===== config.mk =====
export PLATFORM = sky130hd
export DESIGN_NAME = fpu_sqrt_top
export DESIGN_NICKNAME = d
export VERILOG_FILES = /design/src/fpu_pkg.sv /design/src/float_pkg.sv /design/src/fpu_axil_regs.sv /design/src/float_unpack.sv /design/src/float_sqrt.sv /design/src/float_round.sv /design/src/fpu_sqrt_top.sv
export SDC_FILE = /design/constraint.sdc
export NUM_CORES = 1
export LEC_CHECK = 0
export ABC_AREA = 1
export BUFFER_PORTS_ARGS = -buffer_cell sky130_fd_sc_hd__buf_2
export CORE_ASPECT_RATIO = 1.2
export CORE_UTILIZATION = 45
export CTS_BUF_LIST = sky130_fd_sc_hd__clkbuf_4 sky130_fd_sc_hd__clkbuf_8 sky130_fd_sc_hd__clkbuf_16
export DETAILED_ROUTE_END_ITERATION = 8
export PLACE_DENSITY = 0.73
export SLEW_MARGIN = 20
export SYNTH_ARGS = -nofsm -noshare
export SYNTH_HDL_FRONTEND = slang
export SYNTH_SLANG_ARGS = --single-unit

===== constraint.sdc =====
create_clock -name clk -period 10.2 [get_ports clk]
set_clock_uncertainty 0.15 [all_clocks]
set_input_delay 3.06 -clock clk [delete_from_list [all_inputs] [get_ports clk]]
set_output_delay 3.06 -clock clk [all_outputs]
set_load 0.01 [all_outputs]

===== src/fpu_pkg.sv =====
package fpu_pkg;

	// IEEE 754 rounding direction
	typedef enum logic [2:0] {
		RM_RNE = 3'd0,	// Nearest, ties to even
		RM_RTZ = 3'd1,
		RM_RDN = 3'd2,
		RM_RUP = 3'd3,
		RM_RMM = 3'd4	// Nearest, ties away from zero
	} rm_t;

	// Exception flag bits
	localparam int FLAG_NV = 0;
	localparam int FLAG_NX = 1;

	// Register map, byte offsets
	localparam logic [7:0] REG_OPERAND = 8'h00;
	localparam logic [7:0] REG_CTRL    = 8'h04;
	localparam logic [7:0] REG_STATUS  = 8'h08;
	localparam logic [7:0] REG_RESULT  = 8'h0c;

	// Control word
	localparam int CTRL_START  = 0;
	localparam int CTRL_FLUSH  = 1;
	localparam int CTRL_RM_LSB = 2;	// Rounding mode in [4:2]

	// Status word
	localparam int STAT_BUSY      = 0;
	localparam int STAT_DONE      = 1;
	localparam int STAT_FLAGS_LSB = 2;	// Flags in [3:2]

endpackage


===== src/float_pkg.sv =====
package float_pkg;

	// Significand including the hidden bit
	localparam int MAN_W  = 24;
	localparam int FRAC_W = 23;

	// Internal exponent is unbiased and signed
	localparam int EXP_W    = 10;
	localparam int EXP_BIAS = 127;

	localparam logic [7:0] EXP_ALL_ONES = 8'hff;

	// Canonical special values
	localparam logic [31:0] QNAN_BITS    = 32'h7fc0_0000;
	localparam logic [31:0] POS_INF_BITS = 32'h7f80_0000;

endpackage


===== src/fpu_axil_regs.sv =====
`timescale 1ns/10ps

module fpu_axil_regs #(
	parameter int ADDR_W = 4
) (
	input	logic					clk,
	input	logic					reset,

	input	logic	[ADDR_W-1:0]	awaddr,
	input	logic					awvalid,
	output	logic					awready,
	input	logic	[31:0]			wdata,
	input	logic	[3:0]			wstrb,
	input	logic					wvalid,
	output	logic					wready,
	output	logic	[1:0]			bresp,
	output	logic					bvalid,
	input	logic					bready,
	input	logic	[ADDR_W-1:0]	araddr,
	input	logic					arvalid,
	output	logic					arready,
	output	logic	[31:0]			rdata,
	output	logic	[1:0]			rresp,
	output	logic					rvalid,
	input	logic					rready,

	output	logic					start_valid,
	input	logic					start_ready,
	output	logic	[31:0]			operand,
	output	fpu_pkg::rm_t			rm,
	output	logic					flush,
	input	logic					res_valid,
	input	logic	[31:0]			result,
	input	logic	[1:0]			flags
);
	import fpu_pkg::*;

	logic					wr_ack;
	logic					ar_ack;
	logic	[ADDR_W-1:0]	wr_word;
	logic	[ADDR_W-1:0]	rd_word;
	logic					ctrl_wr;
	logic					start_cmd;
	logic					flush_cmd;
	logic					res_take;
	logic					busy;
	logic					done;
	logic	[1:0]			flags_q;
	logic	[31:0]			result_q;
	logic	[31:0]			status;
	logic	[31:0]			rd_mux;

	assign awready = wr_ack;	// Address and data taken together
	assign wready  = wr_ack;
	assign arready = ar_ack;
	assign bresp   = 2'b00;
	assign rresp   = 2'b00;

	assign wr_word = {awaddr[ADDR_W-1:2], 2'b00};
	assign rd_word = {araddr[ADDR_W-1:2], 2'b00};

	assign ctrl_wr   = wr_ack && (wr_word == ADDR_W'(REG_CTRL));
	assign flush_cmd = ctrl_wr && wdata[CTRL_FLUSH];
	assign start_cmd = ctrl_wr && wdata[CTRL_START] && !wdata[CTRL_FLUSH] && !busy;
	assign res_take  = busy && res_valid && !flush_cmd;	// Stale results are dropped

	always_ff @(posedge clk, posedge reset) begin
		if (reset) begin
			wr_ack      <= 1'b0;
			bvalid      <= 1'b0;
			ar_ack      <= 1'b0;
			rvalid      <= 1'b0;
			flush       <= 1'b0;
			start_valid <= 1'b0;
			busy        <= 1'b0;
			done        <= 1'b0;
			flags_q     <= 2'b00;
			rm          <= RM_RNE;
		end else begin
			wr_ack <= awvalid && wvalid && !wr_ack && !bvalid;
			if (wr_ack)
				bvalid <= 1'b1;
			else if (bready)
				bvalid <= 1'b0;

			ar_ack <= arvalid && !ar_ack && !rvalid;
			if (ar_ack)
				rvalid <= 1'b1;
			else if (rready)
				rvalid <= 1'b0;

			flush <= flush_cmd;	// One cycle pulse to the chain

			if (flush_cmd) begin
				start_valid <= 1'b0;
				busy        <= 1'b0;
				done        <= 1'b0;
			end else if (start_cmd) begin
				start_valid <= 1'b1;
				busy        <= 1'b1;
				done        <= 1'b0;
				flags_q     <= 2'b00;
				rm          <= rm_t'(wdata[CTRL_RM_LSB +: 3]);
			end else begin
				if (start_valid && start_ready)
					start_valid <= 1'b0;
				if (res_take) begin
					busy    <= 1'b0;
					done    <= 1'b1;
					flags_q <= flags;
				end
			end
		end
	end

	always_ff @(posedge clk) begin
		if (wr_ack && wr_word == ADDR_W'(REG_OPERAND)) begin
			for (int b = 0; b < 4; b++)
				if (wstrb[b])
					operand[8*b +: 8] <= wdata[8*b +: 8];
		end
		if (res_take)
			result_q <= result;
		if (ar_ack)
			rdata <= rd_mux;
	end

	always_comb begin
		status = '0;
		status[STAT_BUSY] = busy;
		status[STAT_DONE] = done;
		status[STAT_FLAGS_LSB +: 2] = flags_q;

		case (rd_word)
			ADDR_W'(REG_OPERAND):	rd_mux = operand;
			ADDR_W'(REG_CTRL):		rd_mux = {27'd0, rm, 2'b00};
			ADDR_W'(REG_STATUS):	rd_mux = status;
			ADDR_W'(REG_RESULT):	rd_mux = result_q;
			default:				rd_mux = 32'd0;
		endcase
	end

endmodule


===== src/float_unpack.sv =====
`timescale 1ns/10ps

module float_unpack (
	input	logic								clk,
	input	logic								reset,
	input	logic								flush,

	input	logic								valid_in,
	output	logic								ready_out,
	input	logic	[31:0]						operand,
	input	fpu_pkg::rm_t						rm_in,

	output	logic								valid_out,
	input	logic								ready_in,
	output	logic	[float_pkg::MAN_W-1:0]		man_a,
	output	logic	signed [float_pkg::EXP_W-1:0]	exp_a,
	output	logic								sgn_a,
	output	logic								zero_a,
	output	logic								inf_a,
	output	logic								snan_a,
	output	logic								qnan_a,
	output	fpu_pkg::rm_t						rm_out
);
	import float_pkg::*;

	logic	[7:0]			exp_f;
	logic	[FRAC_W-1:0]	frac;
	logic	[4:0]			lz;
	logic	[MAN_W-1:0]		man_n;
	logic	[EXP_W-1:0]		exp_n;

	function automatic logic [4:0] lzc24(input logic [23:0] v);
		logic [4:0] n;
		n = 5'd24;
		for (int i = 0; i < 24; i++)
			if (v[i])
				n = 5'(23 - i);	// Highest set bit wins
		return n;
	endfunction

	assign exp_f     = operand[30:23];
	assign frac      = operand[FRAC_W-1:0];
	assign ready_out = !valid_out || ready_in;

	always_comb begin
		lz = lzc24({1'b0, frac});
		if (exp_f == 8'h00) begin	// Zero or subnormal
			man_n = {1'b0, frac} << lz;
			exp_n = EXP_W'(1 - EXP_BIAS - int'(lz));
		end else begin
			man_n = {1'b1, frac};
			exp_n = EXP_W'(int'(exp_f) - EXP_BIAS);
		end
	end

	always_ff @(posedge clk, posedge reset) begin
		if (reset)
			valid_out <= 1'b0;
		else if (flush)
			valid_out <= 1'b0;
		else if (ready_out)
			valid_out <= valid_in;
	end

	always_ff @(posedge clk) begin
		if (valid_in && ready_out) begin
			man_a  <= man_n;
			exp_a  <= exp_n;
			sgn_a  <= operand[31];
			zero_a <= (exp_f == 8'h00) && (frac == '0);
			inf_a  <= (exp_f == EXP_ALL_ONES) && (frac == '0);
			snan_a <= (exp_f == EXP_ALL_ONES) && (frac != '0) && !frac[FRAC_W-1];
			qnan_a <= (exp_f == EXP_ALL_ONES) && frac[FRAC_W-1];
			rm_out <= rm_in;
		end
	end

endmodule


===== src/float_sqrt.sv =====
`timescale 1ns/10ps

module float_sqrt (
	input	logic								clk,
	input	logic								reset,
	input	logic								flush,

	input	logic								valid_in,
	output	logic								ready_out,
	output	logic								valid_out,
	input	logic								ready_in,

	input	fpu_pkg::rm_t						rm,

	input	logic	[float_pkg::MAN_W-1:0]		man_a,
	input	logic	signed [float_pkg::EXP_W-1:0]	exp_a,
	input	logic								sgn_a,
	input	logic								zero_a,
	input	logic								inf_a,
	input	logic								snan_a,
	input	logic								qnan_a,

	output	logic	[float_pkg::MAN_W-1:0]		man_y,
	output	logic	[float_pkg::EXP_W-1:0]		exp_y,
	output	logic								sgn_y,
	output	logic								round_bit,
	output	logic								sticky_bit,
	output	logic								skip_round,
	output	logic								iv,
	output	fpu_pkg::rm_t						rm_out
);
	import float_pkg::*;

	typedef enum logic {IDLE, CALC} state_t;

	state_t			state;

	logic	[25:0]	rad_buf;	// Radicand, consumed two bits at a time
	logic	[25:0]	res_buf;	// Root bits developed so far
	logic	[27:0]	rem_buf;	// Partial remainder

	logic	[27:0]	shf1;
	logic	[27:0]	try1;
	logic	[27:0]	rem1;
	logic	[27:0]	shf2;
	logic	[27:0]	try2;
	logic	[27:0]	rem2;
	logic	[1:0]	s;

	logic			take;
	logic			special;

	assign ready_out = ready_in && (state == IDLE);
	assign take      = valid_in && ready_out;
	assign special   = zero_a || sgn_a || snan_a || qnan_a || inf_a;

	assign man_y      = res_buf[25:2];
	assign round_bit  = res_buf[1];
	assign sticky_bit = |rem_buf || res_buf[0];

	always_ff @(posedge clk, posedge reset) begin
		if (reset) begin
			state     <= IDLE;
			valid_out <= 1'b0;
		end else if (flush) begin
			state     <= IDLE;
			valid_out <= 1'b0;
		end else if (take) begin
			valid_out <= special;	// Specials bypass the loop
			state     <= special ? IDLE : CALC;
		end else if (state == CALC) begin
			// Leading root bit set, so this is the last pair
			if (res_buf[23]) begin
				valid_out <= 1'b1;
				state     <= IDLE;
			end
		end else if (valid_out && ready_in) begin
			valid_out <= 1'b0;
		end
	end

	always_ff @(posedge clk) begin
		if (take) begin
			rm_out  <= rm;
			rem_buf <= 28'd0;
			rad_buf <= 26'd0;
			sgn_y   <= 1'b0;
			if (zero_a) begin	// Signed zero passes through
				res_buf    <= 26'd0;
				exp_y      <= '0;
				sgn_y      <= sgn_a;
				skip_round <= 1'b1;
				iv         <= 1'b0;
			end else if (sgn_a || snan_a || qnan_a) begin
				res_buf    <= {1'b1, QNAN_BITS[22:0], 2'b00};
				exp_y      <= {2'b00, QNAN_BITS[30:23]};
				skip_round <= 1'b1;
				iv         <= 1'b1;
			end else if (inf_a) begin	// +inf stays +inf
				res_buf    <= {1'b1, POS_INF_BITS[22:0], 2'b00};
				exp_y      <= {2'b00, POS_INF_BITS[30:23]};
				skip_round <= 1'b1;
				iv         <= 1'b0;
			end else begin
				// Odd exponent folds one factor of two into the radicand
				rad_buf    <= {1'b0, man_a, 1'b0} << exp_a[0];
				res_buf    <= 26'd0;
				exp_y      <= exp_a >>> 1;
				skip_round <= 1'b0;
				iv         <= 1'b0;
			end
		end else if (state == CALC) begin
			rad_buf <= rad_buf << 4;
			res_buf <= {res_buf[23:0], s};
			rem_buf <= rem2;
		end
	end

	// Two restoring steps per cycle
	always_comb begin
		shf1 = {rem_buf[25:0], rad_buf[25:24]};
		try1 = shf1 - {res_buf[25:0], 2'b01};
		s[1] = !try1[27];
		rem1 = s[1] ? try1 : shf1;

		shf2 = {rem1[25:0], rad_buf[23:22]};
		try2 = shf2 - {res_buf[24:0], s[1], 2'b01};
		s[0] = !try2[27];
		rem2 = s[0] ? try2 : shf2;
	end

endmodule


===== src/float_round.sv =====
`timescale 1ns/10ps

module float_round (
	input	logic							clk,
	input	logic							reset,
	input	logic							flush,

	input	logic							valid_in,
	output	logic							ready_out,

	input	logic	[float_pkg::MAN_W-1:0]	man_y,
	input	logic	[float_pkg::EXP_W-1:0]	exp_y,
	input	logic							sgn_y,
	input	logic							round_bit,
	input	logic							sticky_bit,
	input	logic							skip_round,
	input	logic							iv,
	input	fpu_pkg::rm_t					rm,

	output	logic							valid_out,
	input	logic							ready_in,
	output	logic	[31:0]					result,
	output	logic	[1:0]					flags
);
	import fpu_pkg::*;
	import float_pkg::*;

	logic					inc;
	logic	[MAN_W:0]		sum;
	logic	[FRAC_W-1:0]	man_r;
	logic	[7:0]			exp_b;
	logic	[31:0]			result_n;
	logic	[1:0]			flags_n;

	assign ready_out = !valid_out || ready_in;

	always_comb begin
		case (rm)
			RM_RTZ, RM_RDN:	inc = 1'b0;	// Root is positive, down truncates
			RM_RUP:			inc = round_bit || sticky_bit;
			RM_RMM:			inc = round_bit;
			default:		inc = round_bit && (sticky_bit || man_y[0]);
		endcase

		sum   = {1'b0, man_y} + (MAN_W + 1)'(inc);
		man_r = sum[MAN_W] ? sum[MAN_W-1:1] : sum[FRAC_W-1:0];
		exp_b = 8'($signed(exp_y) + EXP_BIAS + int'(sum[MAN_W]));	// Carry bumps the exponent

		if (skip_round)
			result_n = {sgn_y, exp_y[7:0], man_y[FRAC_W-1:0]};
		else
			result_n = {sgn_y, exp_b, man_r};

		flags_n = 2'b00;
		flags_n[FLAG_NV] = iv;
		flags_n[FLAG_NX] = !skip_round && (round_bit || sticky_bit);
	end

	always_ff @(posedge clk, posedge reset) begin
		if (reset)
			valid_out <= 1'b0;
		else if (flush)
			valid_out <= 1'b0;
		else if (ready_out)
			valid_out <= valid_in;
	end

	always_ff @(posedge clk) begin
		if (valid_in && ready_out) begin
			result <= result_n;
			flags  <= flags_n;
		end
	end

endmodule


===== src/fpu_sqrt_top.sv =====
`timescale 1ns/10ps

module fpu_sqrt_top #(
	parameter int ADDR_W = 4
) (
	input	logic					clk,
	input	logic					reset,

	input	logic	[ADDR_W-1:0]	awaddr,
	input	logic					awvalid,
	output	logic					awready,
	input	logic	[31:0]			wdata,
	input	logic	[3:0]			wstrb,
	input	logic					wvalid,
	output	logic					wready,
	output	logic	[1:0]			bresp,
	output	logic					bvalid,
	input	logic					bready,
	input	logic	[ADDR_W-1:0]	araddr,
	input	logic					arvalid,
	output	logic					arready,
	output	logic	[31:0]			rdata,
	output	logic	[1:0]			rresp,
	output	logic					rvalid,
	input	logic					rready
);

	logic					start_valid;
	logic					start_ready;
	logic	[31:0]			operand;
	fpu_pkg::rm_t			rm;
	logic					flush;
	logic					res_valid;
	logic	[31:0]			result;
	logic	[1:0]			flags;

	logic					up_valid;
	logic					up_ready;
	logic	[23:0]			man_a;
	logic	signed [9:0]	exp_a;
	logic					sgn_a;
	logic					zero_a;
	logic					inf_a;
	logic					snan_a;
	logic					qnan_a;
	fpu_pkg::rm_t			up_rm;

	logic					sq_valid;
	logic					sq_ready;
	logic	[23:0]			man_y;
	logic	[9:0]			exp_y;
	logic					sgn_y;
	logic					round_bit;
	logic					sticky_bit;
	logic					skip_round;
	logic					iv;
	fpu_pkg::rm_t			sq_rm;

	fpu_axil_regs #(
		.ADDR_W		(ADDR_W)
	) u_regs (
		.clk		(clk),
		.reset		(reset),
		.awaddr		(awaddr),
		.awvalid	(awvalid),
		.awready	(awready),
		.wdata		(wdata),
		.wstrb		(wstrb),
		.wvalid		(wvalid),
		.wready		(wready),
		.bresp		(bresp),
		.bvalid		(bvalid),
		.bready		(bready),
		.araddr		(araddr),
		.arvalid	(arvalid),
		.arready	(arready),
		.rdata		(rdata),
		.rresp		(rresp),
		.rvalid		(rvalid),
		.rready		(rready),
		.start_valid	(start_valid),
		.start_ready	(start_ready),
		.operand	(operand),
		.rm			(rm),
		.flush		(flush),
		.res_valid	(res_valid),
		.result		(result),
		.flags		(flags)
	);

	float_unpack u_unpack (
		.clk		(clk),
		.reset		(reset),
		.flush		(flush),
		.valid_in	(start_valid),
		.ready_out	(start_ready),
		.operand	(operand),
		.rm_in		(rm),
		.valid_out	(up_valid),
		.ready_in	(up_ready),
		.man_a		(man_a),
		.exp_a		(exp_a),
		.sgn_a		(sgn_a),
		.zero_a		(zero_a),
		.inf_a		(inf_a),
		.snan_a		(snan_a),
		.qnan_a		(qnan_a),
		.rm_out		(up_rm)
	);

	float_sqrt u_sqrt (
		.clk		(clk),
		.reset		(reset),
		.flush		(flush),
		.valid_in	(up_valid),
		.ready_out	(up_ready),
		.valid_out	(sq_valid),
		.ready_in	(sq_ready),
		.rm			(up_rm),
		.man_a		(man_a),
		.exp_a		(exp_a),
		.sgn_a		(sgn_a),
		.zero_a		(zero_a),
		.inf_a		(inf_a),
		.snan_a		(snan_a),
		.qnan_a		(qnan_a),
		.man_y		(man_y),
		.exp_y		(exp_y),
		.sgn_y		(sgn_y),
		.round_bit	(round_bit),
		.sticky_bit	(sticky_bit),
		.skip_round	(skip_round),
		.iv			(iv),
		.rm_out		(sq_rm)
	);

	// Register block always takes the result
	float_round u_round (
		.clk		(clk),
		.reset		(reset),
		.flush		(flush),
		.valid_in	(sq_valid),
		.ready_out	(sq_ready),
		.man_y		(man_y),
		.exp_y		(exp_y),
		.sgn_y		(sgn_y),
		.round_bit	(round_bit),
		.sticky_bit	(sticky_bit),
		.skip_round	(skip_round),
		.iv			(iv),
		.rm			(sq_rm),
		.valid_out	(res_valid),
		.ready_in	(1'b1),
		.result		(result),
		.flags		(flags)
	);

endmodule


**Word-level counts from Yosys, hierarchy flattened**

Index checks and enable logic that the tools add are counted.

- Output and inout bits: 41
- Memory bits (read-only): 0
- Input bits: 51
- Register bits after elaboration: 282
- Memories: 0
- Latch bits: 0
- Bits in writable memories: 0

- Shift-type cells: 2
- Divide/modulo/power cells: 0
- $add $sub $neg: 7
- Equality and inequality tests: 10
- Multiplexer cells: 72
- Multipliers: 0
- Magnitude comparators: 0
- Reduce and logical (&&, ||, !) cells: 65
- Bitwise operators: 2

Operators with widths:

| cell | count |
|---|---|
| $mux W26 | 11 |
| $pmux W32 S4 | 1 |
| $mux W5 | 15 |
| $sub A28 B28 Y28 | 2 |
| $mux W23 | 2 |
| $mux W4 | 8 |
| $mux W31 | 1 |
| $mux W28 | 1 |
| $reduce_or A28 Y1 | 1 |
| $mux W1 | 27 |
| $shl A25 B1 Y26 | 1 |
| $add A24 B1 Y25 | 1 |
| $shl A23 B5 Y24 | 1 |
| $logic_not A23 Y1 | 1 |
| $reduce_bool A23 Y1 | 1 |
| $logic_and A1 B1 Y1 | 22 |
| $mux W8 | 2 |
| $logic_not A1 Y1 | 12 |
| $reduce_and A2 Y1 | 6 |
| $logic_or A1 B1 Y1 | 10 |
| $reduce_bool A2 Y1 | 5 |
| $mux W9 | 1 |
| $sub A8 B6 Y9 const A | 1 |
| $sub A8 B7 Y9 const B | 1 |
| other kinds (16) | 24 |

**Longest topological paths before layout**

Gate-level depths: netlist of run 1.

- Word-level depth: 25
- Gate-level depth with buffers: 32
- Mapped depth without buffers: 32

**Hierarchy**

Synthesis of run 1 repeated with hierarchy kept, for this count alone.

- Cells, all modules: 2106
- Area, all modules: 17399.2 um^2

By module, submodules not included:

| module | times used | area each (um^2) | cells each |
|---|---|---|---|
| float_sqrt | 1 | 7917.6 | 1130 |
| fpu_axil_regs | 1 | 3915.0 | 232 |
| float_unpack | 1 | 3220.6 | 471 |
| float_round | 1 | 2342.2 | 272 |
| fpu_sqrt_top | 1 | 3.8 | 1 |

**Least setup slack after synthesis of run 1**

OpenSTA, ideal clock, no wires.

- Path kind: input to register
- From: input awaddr[2]
- To: register u_regs.result_q[0], enable pin
- Setup slack: 5.598 ns
- Cell stages on the path: 4
- Library setup time: 0.388 ns
- Data arrival time: 4.064 ns
- Cell sequence: nor3b_1 > nand2_1 > nand2_1 > inv_1

- Word-level cells in the longest chain between the ends: 5

RTL lines:

| item | RTL line | RTL |
|---|---|---|
| start: declaration | fpu_sqrt_top.sv:9 | `input logic [ADDR_W-1:0] awaddr,` |
| $eq A2 B1 Y1 | fpu_axil_regs.sv:62 | `assign ctrl_wr = wr_ack && (wr_word == ADDR_W'(REG_CTRL));` |
| $logic_and A1 B1 Y1 | fpu_axil_regs.sv:62 |  |
| $logic_and A1 B1 Y1 | fpu_axil_regs.sv:63 | `assign flush_cmd = ctrl_wr && wdata[CTRL_FLUSH];` |
| $logic_not A1 Y1 | fpu_axil_regs.sv:65 | `assign res_take = busy && res_valid && !flush_cmd;` |
| $logic_and A1 B1 Y1 | fpu_axil_regs.sv:65 |  |
| net u_regs.res_take | fpu_axil_regs.sv:45 | `logic res_take;` |
| end signal: assignment | fpu_axil_regs.sv:123 | `result_q <= result;` |
| end: declaration | fpu_axil_regs.sv:49 | `logic [31:0] result_q;` |

The timed path passes the listed nets, and every way through them passes these cells.
A chain may end at the register's enable or synchronous reset.

**Worst setup path after layout of run 1**

- From: register u_sqrt.res_buf[12]
- To: register u_sqrt.rem_buf[21]

- Word-level cells in the longest chain between the ends: 4
- Elaborated cells between the ends (all ways): 5
- Classes of those cells: add/sub (2); mux (2); reduce/logical (1)

RTL lines:

| item | RTL line | RTL |
|---|---|---|
| start: declaration | float_sqrt.sv:39 | `logic [25:0] res_buf;` |
| start signal: assignment | float_sqrt.sv:95 | `res_buf <= {1'b1, QNAN_BITS[22:0], 2'b00};` |
| start signal: assignment | float_sqrt.sv:100 | `res_buf <= {1'b1, POS_INF_BITS[22:0], 2'b00};` |
| start signal: assignment | float_sqrt.sv:114 | `res_buf <= {res_buf[23:0], s};` |
| $sub A28 B28 Y28 | float_sqrt.sv:122 | `try1 = shf1 - {res_buf[25:0], 2'b01};` |
| $mux W26 or $logic_not A1 Y1 (tied branches) | float_sqrt.sv:124, float_sqrt.sv:123 |  |
| $sub A28 B28 Y28 | float_sqrt.sv:127 | `try2 = shf2 - {res_buf[24:0], s[1], 2'b01};` |
| $mux W28 (*) | float_sqrt.sv:129 | `rem2 = s[0] ? try2 : shf2;` |
| end signal: assignment | float_sqrt.sv:115 | `rem_buf <= rem2;` |
| end: declaration | float_sqrt.sv:40 | `logic [27:0] rem_buf;` |

Mark *: on every way between the ends. The rest lies on a longest branch, timed or not.

==> summary.md, run 1 <==
| Metric | Value |
|---|---|
| Post-synthesis mux area share | 1.30% |
| Inserted Diodes | 0 |
| First-pass GRT wire length | 71,000 um |
| Main combinational cell family by area after synthesis | simple AND/OR/NAND/NOR gates |
| Synth Area in XOR/XNOR | 3.01% |
| Final Cycle Share | 59.5% |
| Cell taking the most area after synthesis | edfxtp_1 |
| Initial antenna violation count | 0 |
| RSZ-0062 raised after global routing | no |
| WHS | 261 ps |
| First DRT Iteration DRCs | 1,193 |
| GP Congestion | 0.969 |
| CTS root buffer | clkbuf_16 |
| Post-synthesis simple-gate area fraction | 23.3% |
| Worst Hold Class | reg -> reg |
| Crit path max-delay cell type | nand2_2 |
| DR vias | 13,800 |
| Clock insertion delay at the later pin of the skew report | 560 ps |
| CTS buffer count | 28 |
| Yosys reg bits | 281 |
| DRC viols | 0 |
| Die Footprint | 37,000 um2 |
| Core area | 35,800 um2 |
| Arrival time at the worst endpoint | 6350 ps |
| CP peak stage delay | 460 ps |
| Slew at the pin with the worst max-slew slack | 1040 ps |
| # port buffers | 83 |
| Most common library cell in the layout ignoring fill and taps | nand2_1 |
| Row cnt | 76 |
| Synthesized area per cell | 8.47 um2 |
| Clk slew on worst S/H paths | 60 ps |
| Final nets | 2,104 |
| WHS Path Cells | 0 |
| R2R cell count | 24 |
| Final setup TNS | 0 ps |
| Outcome | completed |
| Detailed Route WL | 44,800 um |
| Gr ovfl total | 0 |
| Largest net degree at the start of global routing | 50 |
| Post-synth top area share | 43.4% |
| Area growth from synthesis to layout | 10.7% |
| Min Clock Period, post-route | 6060 ps |
| Post-synthesis sequential area ratio | 49.5% |
| Fmax | 0.165 GHz |
| # Max-Cap Violations | 0 |
| Vias in the first global route | 13,400 |
| Cell count after synthesis | 1,928 |
| Share of cells above drive strength 1 | 8.68% |
| Die Y | 211 um |
| Die Width | 176 um |
| Final hold violations | 0 |
| Crit. End Element | flip-flop |
| Syn Std Cell Area | 16,300 um2 |
| Max H-tree Level | 1 |
| Post-DRT Antenna Nets | 0 |
| Adder-cell share of the synthesized area | 4.52% |
| Clock sinks | 281 |
| Synthesis warning total | 0 |
| Leak pwr | 7.75 nW |
| Max FO, Critical Path | 36 |
| Main area contributors after synthesis | edfxtp_1, nand2_1, nand3_1 |
| Setup Viol. Count Final | 0 |
| Max-slew violation count | 0 |
| Commonest non-fill, non-tap cells in the layout | nand2_1, edfxtp_1, inv_1 |
| Mean routed wirelength per cell | 18.0 um |
| PostCTS Resize Cnt | 0 |
| Critical path class | reg -> reg |
| I/O pin cnt | 92 |
| Maximum vdd drop | 0.235 mV |
| Rel. slew slack | 30.7% |
| Hold Buf Count CTS | 0 |
| Max Root-Sink Buffers | 3 |
| Cell Pwr Density | 258 nW/um2 |
| Post-synthesis compound-gate area fraction | 11.5% |
| WP data required | 10,490 ps |
| TritonCTS clock tree | yes |
| Worst Setup Start Kind | flip-flop |
| Initial Util | 45.5% |
| Cell variety after synth | 57 |
| Critical Path, Cell by Cell | inv_1 -> ha_1 -> a21oi_1 -> inv_1 -> a21oi_2 -> nor2_1 -> nor2_1 -> nor2_1 -> a211oi_2 -> nand3_1 -> nand2_2 -> inv_2 -> o21ai_0 -> ha_1 -> a21oi_1 -> inv_1 -> a31oi_1 -> o21ai_0 -> a31oi_1 -> nand3_4 -> nand2_4 -> inv_1 -> nor2_1 -> o21ai_1 |
| Drt via density | 5.55 |
| Total track usage | 24.5% |
| TritonRoute pass-1 iters | 7 |
| Postcts setup bufs | 0 |
| DP HPWL | 34,000 um |
[synth_stat cells (all sizes together)]
cell type	count
o21a	6
xor2	43
ha	59
o32ai	1
nand4	21
clkinv	2
dfrtp	17
nor3b	2
mux2	1
clkbuf	42
o21bai	3
o21ai	187
conb	1
buf	21
nand3	201
o211ai	5
o31ai	6
nor3	19
a2bb2oi	1
a21boi	2
o221ai	4
o311ai	1
and3	1
nor4	22
edfxtp	236
xnor2	13
a21oi	86
nor2	143
nand3b	6
or2	2
a31oi	12
o22ai	11
inv	224
dfxtp	28
a21o	6
a221oi	1
mux2i	20
nand2	466
a211oi	4
and2	1
a32o	1
[worst max-delay path: cells and delay by family (launching register included)]
kind                       cells  cell delay, ps
AOI/OAI and AO/OA              9            2000
buffers and inverters          5             960
adders and majority gates      2             670
and+or+nand+nor                8            1670
DFF                            1             450
[where the power goes]
part | leakage [nW] | total [mW] | switching, mW | internal (mW)
sequential | 2.61 | 1.41 | 0.0791 | 1.33
combinational | 4.70 | 2.26 | 1.50 | 0.755
clock | 0.445 | 1.00 | 0.427 | 0.574
total | 7.75 | 4.67 | 2.01 | 2.66
[metal layers]
layer  vias to the layer above  part of all wire [%]  wire length [um]  global-route usage [%]
li1                       6705                     -                 -                       -
met2                       528                    51             22700                    44.8
met3                       114                   5.9              2650                    2.81
met4                         0                   4.1              1850                    10.2
met1                      6429                    39             17600                    29.0
met5                         -                     0                 0                       0
[state kept, by name (all words and copies together) (netlist names), 24 cells and up]
name             flops
u_sqrt.rad_buf      25
u_round.result      32
u_regs.result_q     32
u_sqrt.res_buf      26
u_sqrt.rem_buf      28
u_regs.rdata        32
u_unpack.man_a      24
u_regs.operand      32
[final cells by class]
cell class                      instances  area (um2)
Sequential cell                       281        8070
Timing Repair Buffer                   96         520
Multi-Input combinational cell       1361        7140
Fill cell                            3323       17800
Tap cell                              468         586
Clock inverter                         14         100
Clock buffer                           37         798
Inverter                              226         848
[stage by stage]
step	power, mW	std cells	cell area [um2]	worst slack, ps	util [%]
3_3_place_gp	3.61	2431	17200	4280	47.9
4_1_cts	4.65	2482	18100	4240	50.4
5_1_grt	5.01	2483	18100	3700	50.4
2_1_floorplan	3.15	1931	16300	5600	-
3_5_place_dp	3.64	2431	17200	4250	47.9
6_report	4.67	2483	18100	4140	50.4
[worst paths after layout]
check	startpoint	endpoint	slack [ps]
max in group asynchronous	reset	u_round.valid_out	7040
max	u_sqrt.res_buf[12]	u_sqrt.rem_buf[21]	4140
min reg2reg	u_round.result[7]	u_regs.result_q[7]	260
min	u_round.result[7]	u_regs.result_q[7]	260
min in group asynchronous	reset	u_sqrt.state	2430
max reg2reg	u_sqrt.res_buf[12]	u_sqrt.rem_buf[21]	4140
[logic make-up after synthesis]
group | after synthesis
DFF | 281
other | 1
adders and majority gates | 59
buffers and inverters | 289
xor gates and xnor gates | 56
AOI/OAI and AO/OA | 337
muxes | 21
and+or+nand+nor | 884
Power figures use the tool's default switching activity.
==> run 2, diff against run 1 <==
- clock period: 10.2 -> 6.03 ns (I/O delays scaled with it)
==> run 2 against run 1 <==
- cell count grew 0.24%
- hold slack gained 5.6 ps
- first-iteration DRC count grew 9.8%
- non-clock buffer count grew 7
- total power grew 71%
- wire length grew 0.29%
- largest cell class unchanged
==> summary.md, run 2 (synthesis results as in run 1) <==
| Metric | Value |
|---|---|
| Outcome | completed |
| Die Y | 211 um (unchanged) |
| Post-DRT Antenna Nets | 0 (unchanged) |
| Area growth from synthesis to layout | 10.9% |
| Hold Buf Count CTS | 0 (unchanged) |
| WP buf/inv | 5 (unchanged) |
| Detailed Route WL | 44,900 um (+0.29%) |
| Vias in the first global route | 13,500 (+0.45%) |
| Maximum vdd drop | 0.385 mV (+64%) |
| Max-slew violation count | 0 (unchanged) |
| First-pass GRT wire length | 70,700 um (-0.36%) |
| WHS | 267 ps (+5.62 ps) |
| WL met1 | 17,800 um (+1.2%) |
| CP peak stage delay | 460 ps (about the same) |
| Clk slew on worst S/H paths | 60 ps (about the same) |
| Final Cell Area | 18,100 um2 (+0.19%) |
| Initial Util | 45.5% (unchanged) |
| Mean routed wirelength per cell | 18.0 um (about the same) |
| Final Cycle Share | 85.9% (+26 points) |
| Total track usage | 24.5% (about the same) |
| Setup Slack @ Placement | 893 ps (-3350 ps) |
| PostCTS Resize Cnt | 0 (unchanged) |
| # port buffers | 83 (unchanged) |
| Inserted Diodes | 0 (unchanged) |
| Commonest non-fill, non-tap cells in the layout | nand2_1, edfxtp_1, inv_1 |
| Storage element area | 8070 um2 (unchanged) |
| Multi-input logic area | 7140 um2 (unchanged) |
| Most common library cell in the layout ignoring fill and taps | nand2_1 |
| Leak pwr | 7.77 nW (+0.18%) |
| Top delay family on crit path | compound AO/OA/AOI/OAI gates |
| Row cnt | 76 (unchanged) |
| # Max-Cap Violations | 0 (unchanged) |
| DR vias | 13,900 (+1.0%) |
| Slew at the pin with the worst max-slew slack | 1000 ps (-36.7 ps) |
| Max H-tree Level | 1 (unchanged) |
| Drt via density | 5.59 (+0.76%) |
| GP Congestion | 0.953 (-1.7%) |
| WP data required | 6350 ps (-4140 ps) |
| TritonCTS clock tree | yes |
| Postcts setup bufs | 0 (unchanged) |
| Die Width | 176 um (unchanged) |
| Tot Pwr | 7.98 mW (+71%) |
| CTS root buffer | clkbuf_16 |
| First DRT Iteration DRCs | 1,310 (+9.8%) |
| Critical path class | reg -> reg |
| Worst Slack Setup Final | 849 ps (-3290 ps) |
| Largest net degree at the start of global routing | 54 (+8.0%) |
| TritonRoute pass-1 iters | 6 (-1) |
| DRC viols | 0 (unchanged) |
| Gr ovfl total | 0 (unchanged) |
| Arrival time at the worst endpoint | 5500 ps (-850 ps) |
| Worst Hold Class | reg -> reg |
| Cell Pwr Density | 441 nW/um2 (+71%) |
| Met2 wire len | 22,600 um (-0.64%) |
| Core area | 35,800 um2 (unchanged) |
| Die Footprint | 37,000 um2 (unchanged) |
| Initial antenna violation count | 0 (unchanged) |
| FILL cells | 3,345 (+0.66%) |
| RSZ-0062 raised after global routing | no |
| Clock sinks | 281 (unchanged) |
| DP HPWL | 34,700 um (+1.9%) |
| Crit. End Element | flip-flop |
| CTS buffer count | 28 (unchanged) |
| Max FO, Critical Path | 25 (-31%) |
| Final setup TNS | 0 ps (unchanged) |
| Fmax | 0.193 GHz (+17%) |
| Highest metal used | met4 |
| Met3 wire len | 2380 um (-10%) |
| Worst Setup Start Kind | flip-flop |
| Max Root-Sink Buffers | 3 (unchanged) |
| Crit path max-delay cell type | edfxtp_1 |
| Cell Area, Placed | 17,200 um2 (+0.38%) |
| Clock insertion delay at the later pin of the skew report | 560 ps (about the same) |
| Final nets | 2,111 (+0.33%) |
| Rel. slew slack | 33.2% (+2.5 points) |
| Share of cells above drive strength 1 | 8.66% (-0.026 points) |
| I/O pin cnt | 92 (unchanged) |
| Setup Viol. Count Final | 0 (unchanged) |
| Final hold violations | 0 (unchanged) |
| Min Clock Period, post-route | 5180 ps (-884 ps) |
-- run 2: cell types whose count changed in the layout (fill, tap and decap cells not counted), moves of 2 or more --
cell      before  now
buf_4         12   18
clkbuf_4       6    4
clkbuf_8       2    0
clkinv_1       5   11
clkinv_2       7    5
-- run 2: where the power goes --
part / switching, mW / internal [mW] / leakage, nW
logic: 2.58 / 1.37 / 4.73
registers: 0.131 / 2.25 / 2.61
clock network: 0.718 / 0.932 / 0.423
total: 3.43 / 4.55 / 7.77
-- run 2: layer usage --
metal  vias up  GRT usage, %
li1       6732             -
met1      6554          29.4
met2       510          43.7
met3       118          2.39
met4         0          12.5
met5         -             0
-- run 2: final cells by class --
class                           instances  area share (%)
Timing Repair Buffer                  103            3.23
Inverter                              226            4.69
Clock buffer                           33            4.17
Multi-Input combinational cell       1361            39.5
Sequential cell                       281            44.6
Clock inverter                         17           0.615
Tap cell                              468            3.23
-- run 2: metrics by stage --
| step | std cells | utilization, % |
|---|---|---|
| 2_1_floorplan | 1931 | - |
| 3_3_place_gp | 2438 | 48.0 |
| 3_5_place_dp | 2438 | 48.0 |
| 4_1_cts | 2488 | 50.5 |
| 5_1_grt | 2489 | 50.5 |
| 6_report | 2489 | 50.5 |
-- run 2: final timing paths --
kind,slack (ps),depth (start not counted),to,from
max,850,26,u_sqrt.rem_buf[19],u_sqrt.res_buf[12]
min,270,0,u_regs.result_q[16],u_round.result[16]
max reg2reg,850,26,u_sqrt.rem_buf[19],u_sqrt.res_buf[12]
min reg2reg,270,0,u_regs.result_q[16],u_round.result[16]
max in group asynchronous,4140,2,u_regs.start_valid,reset
min in group asynchronous,1180,2,u_regs.rm[2],reset
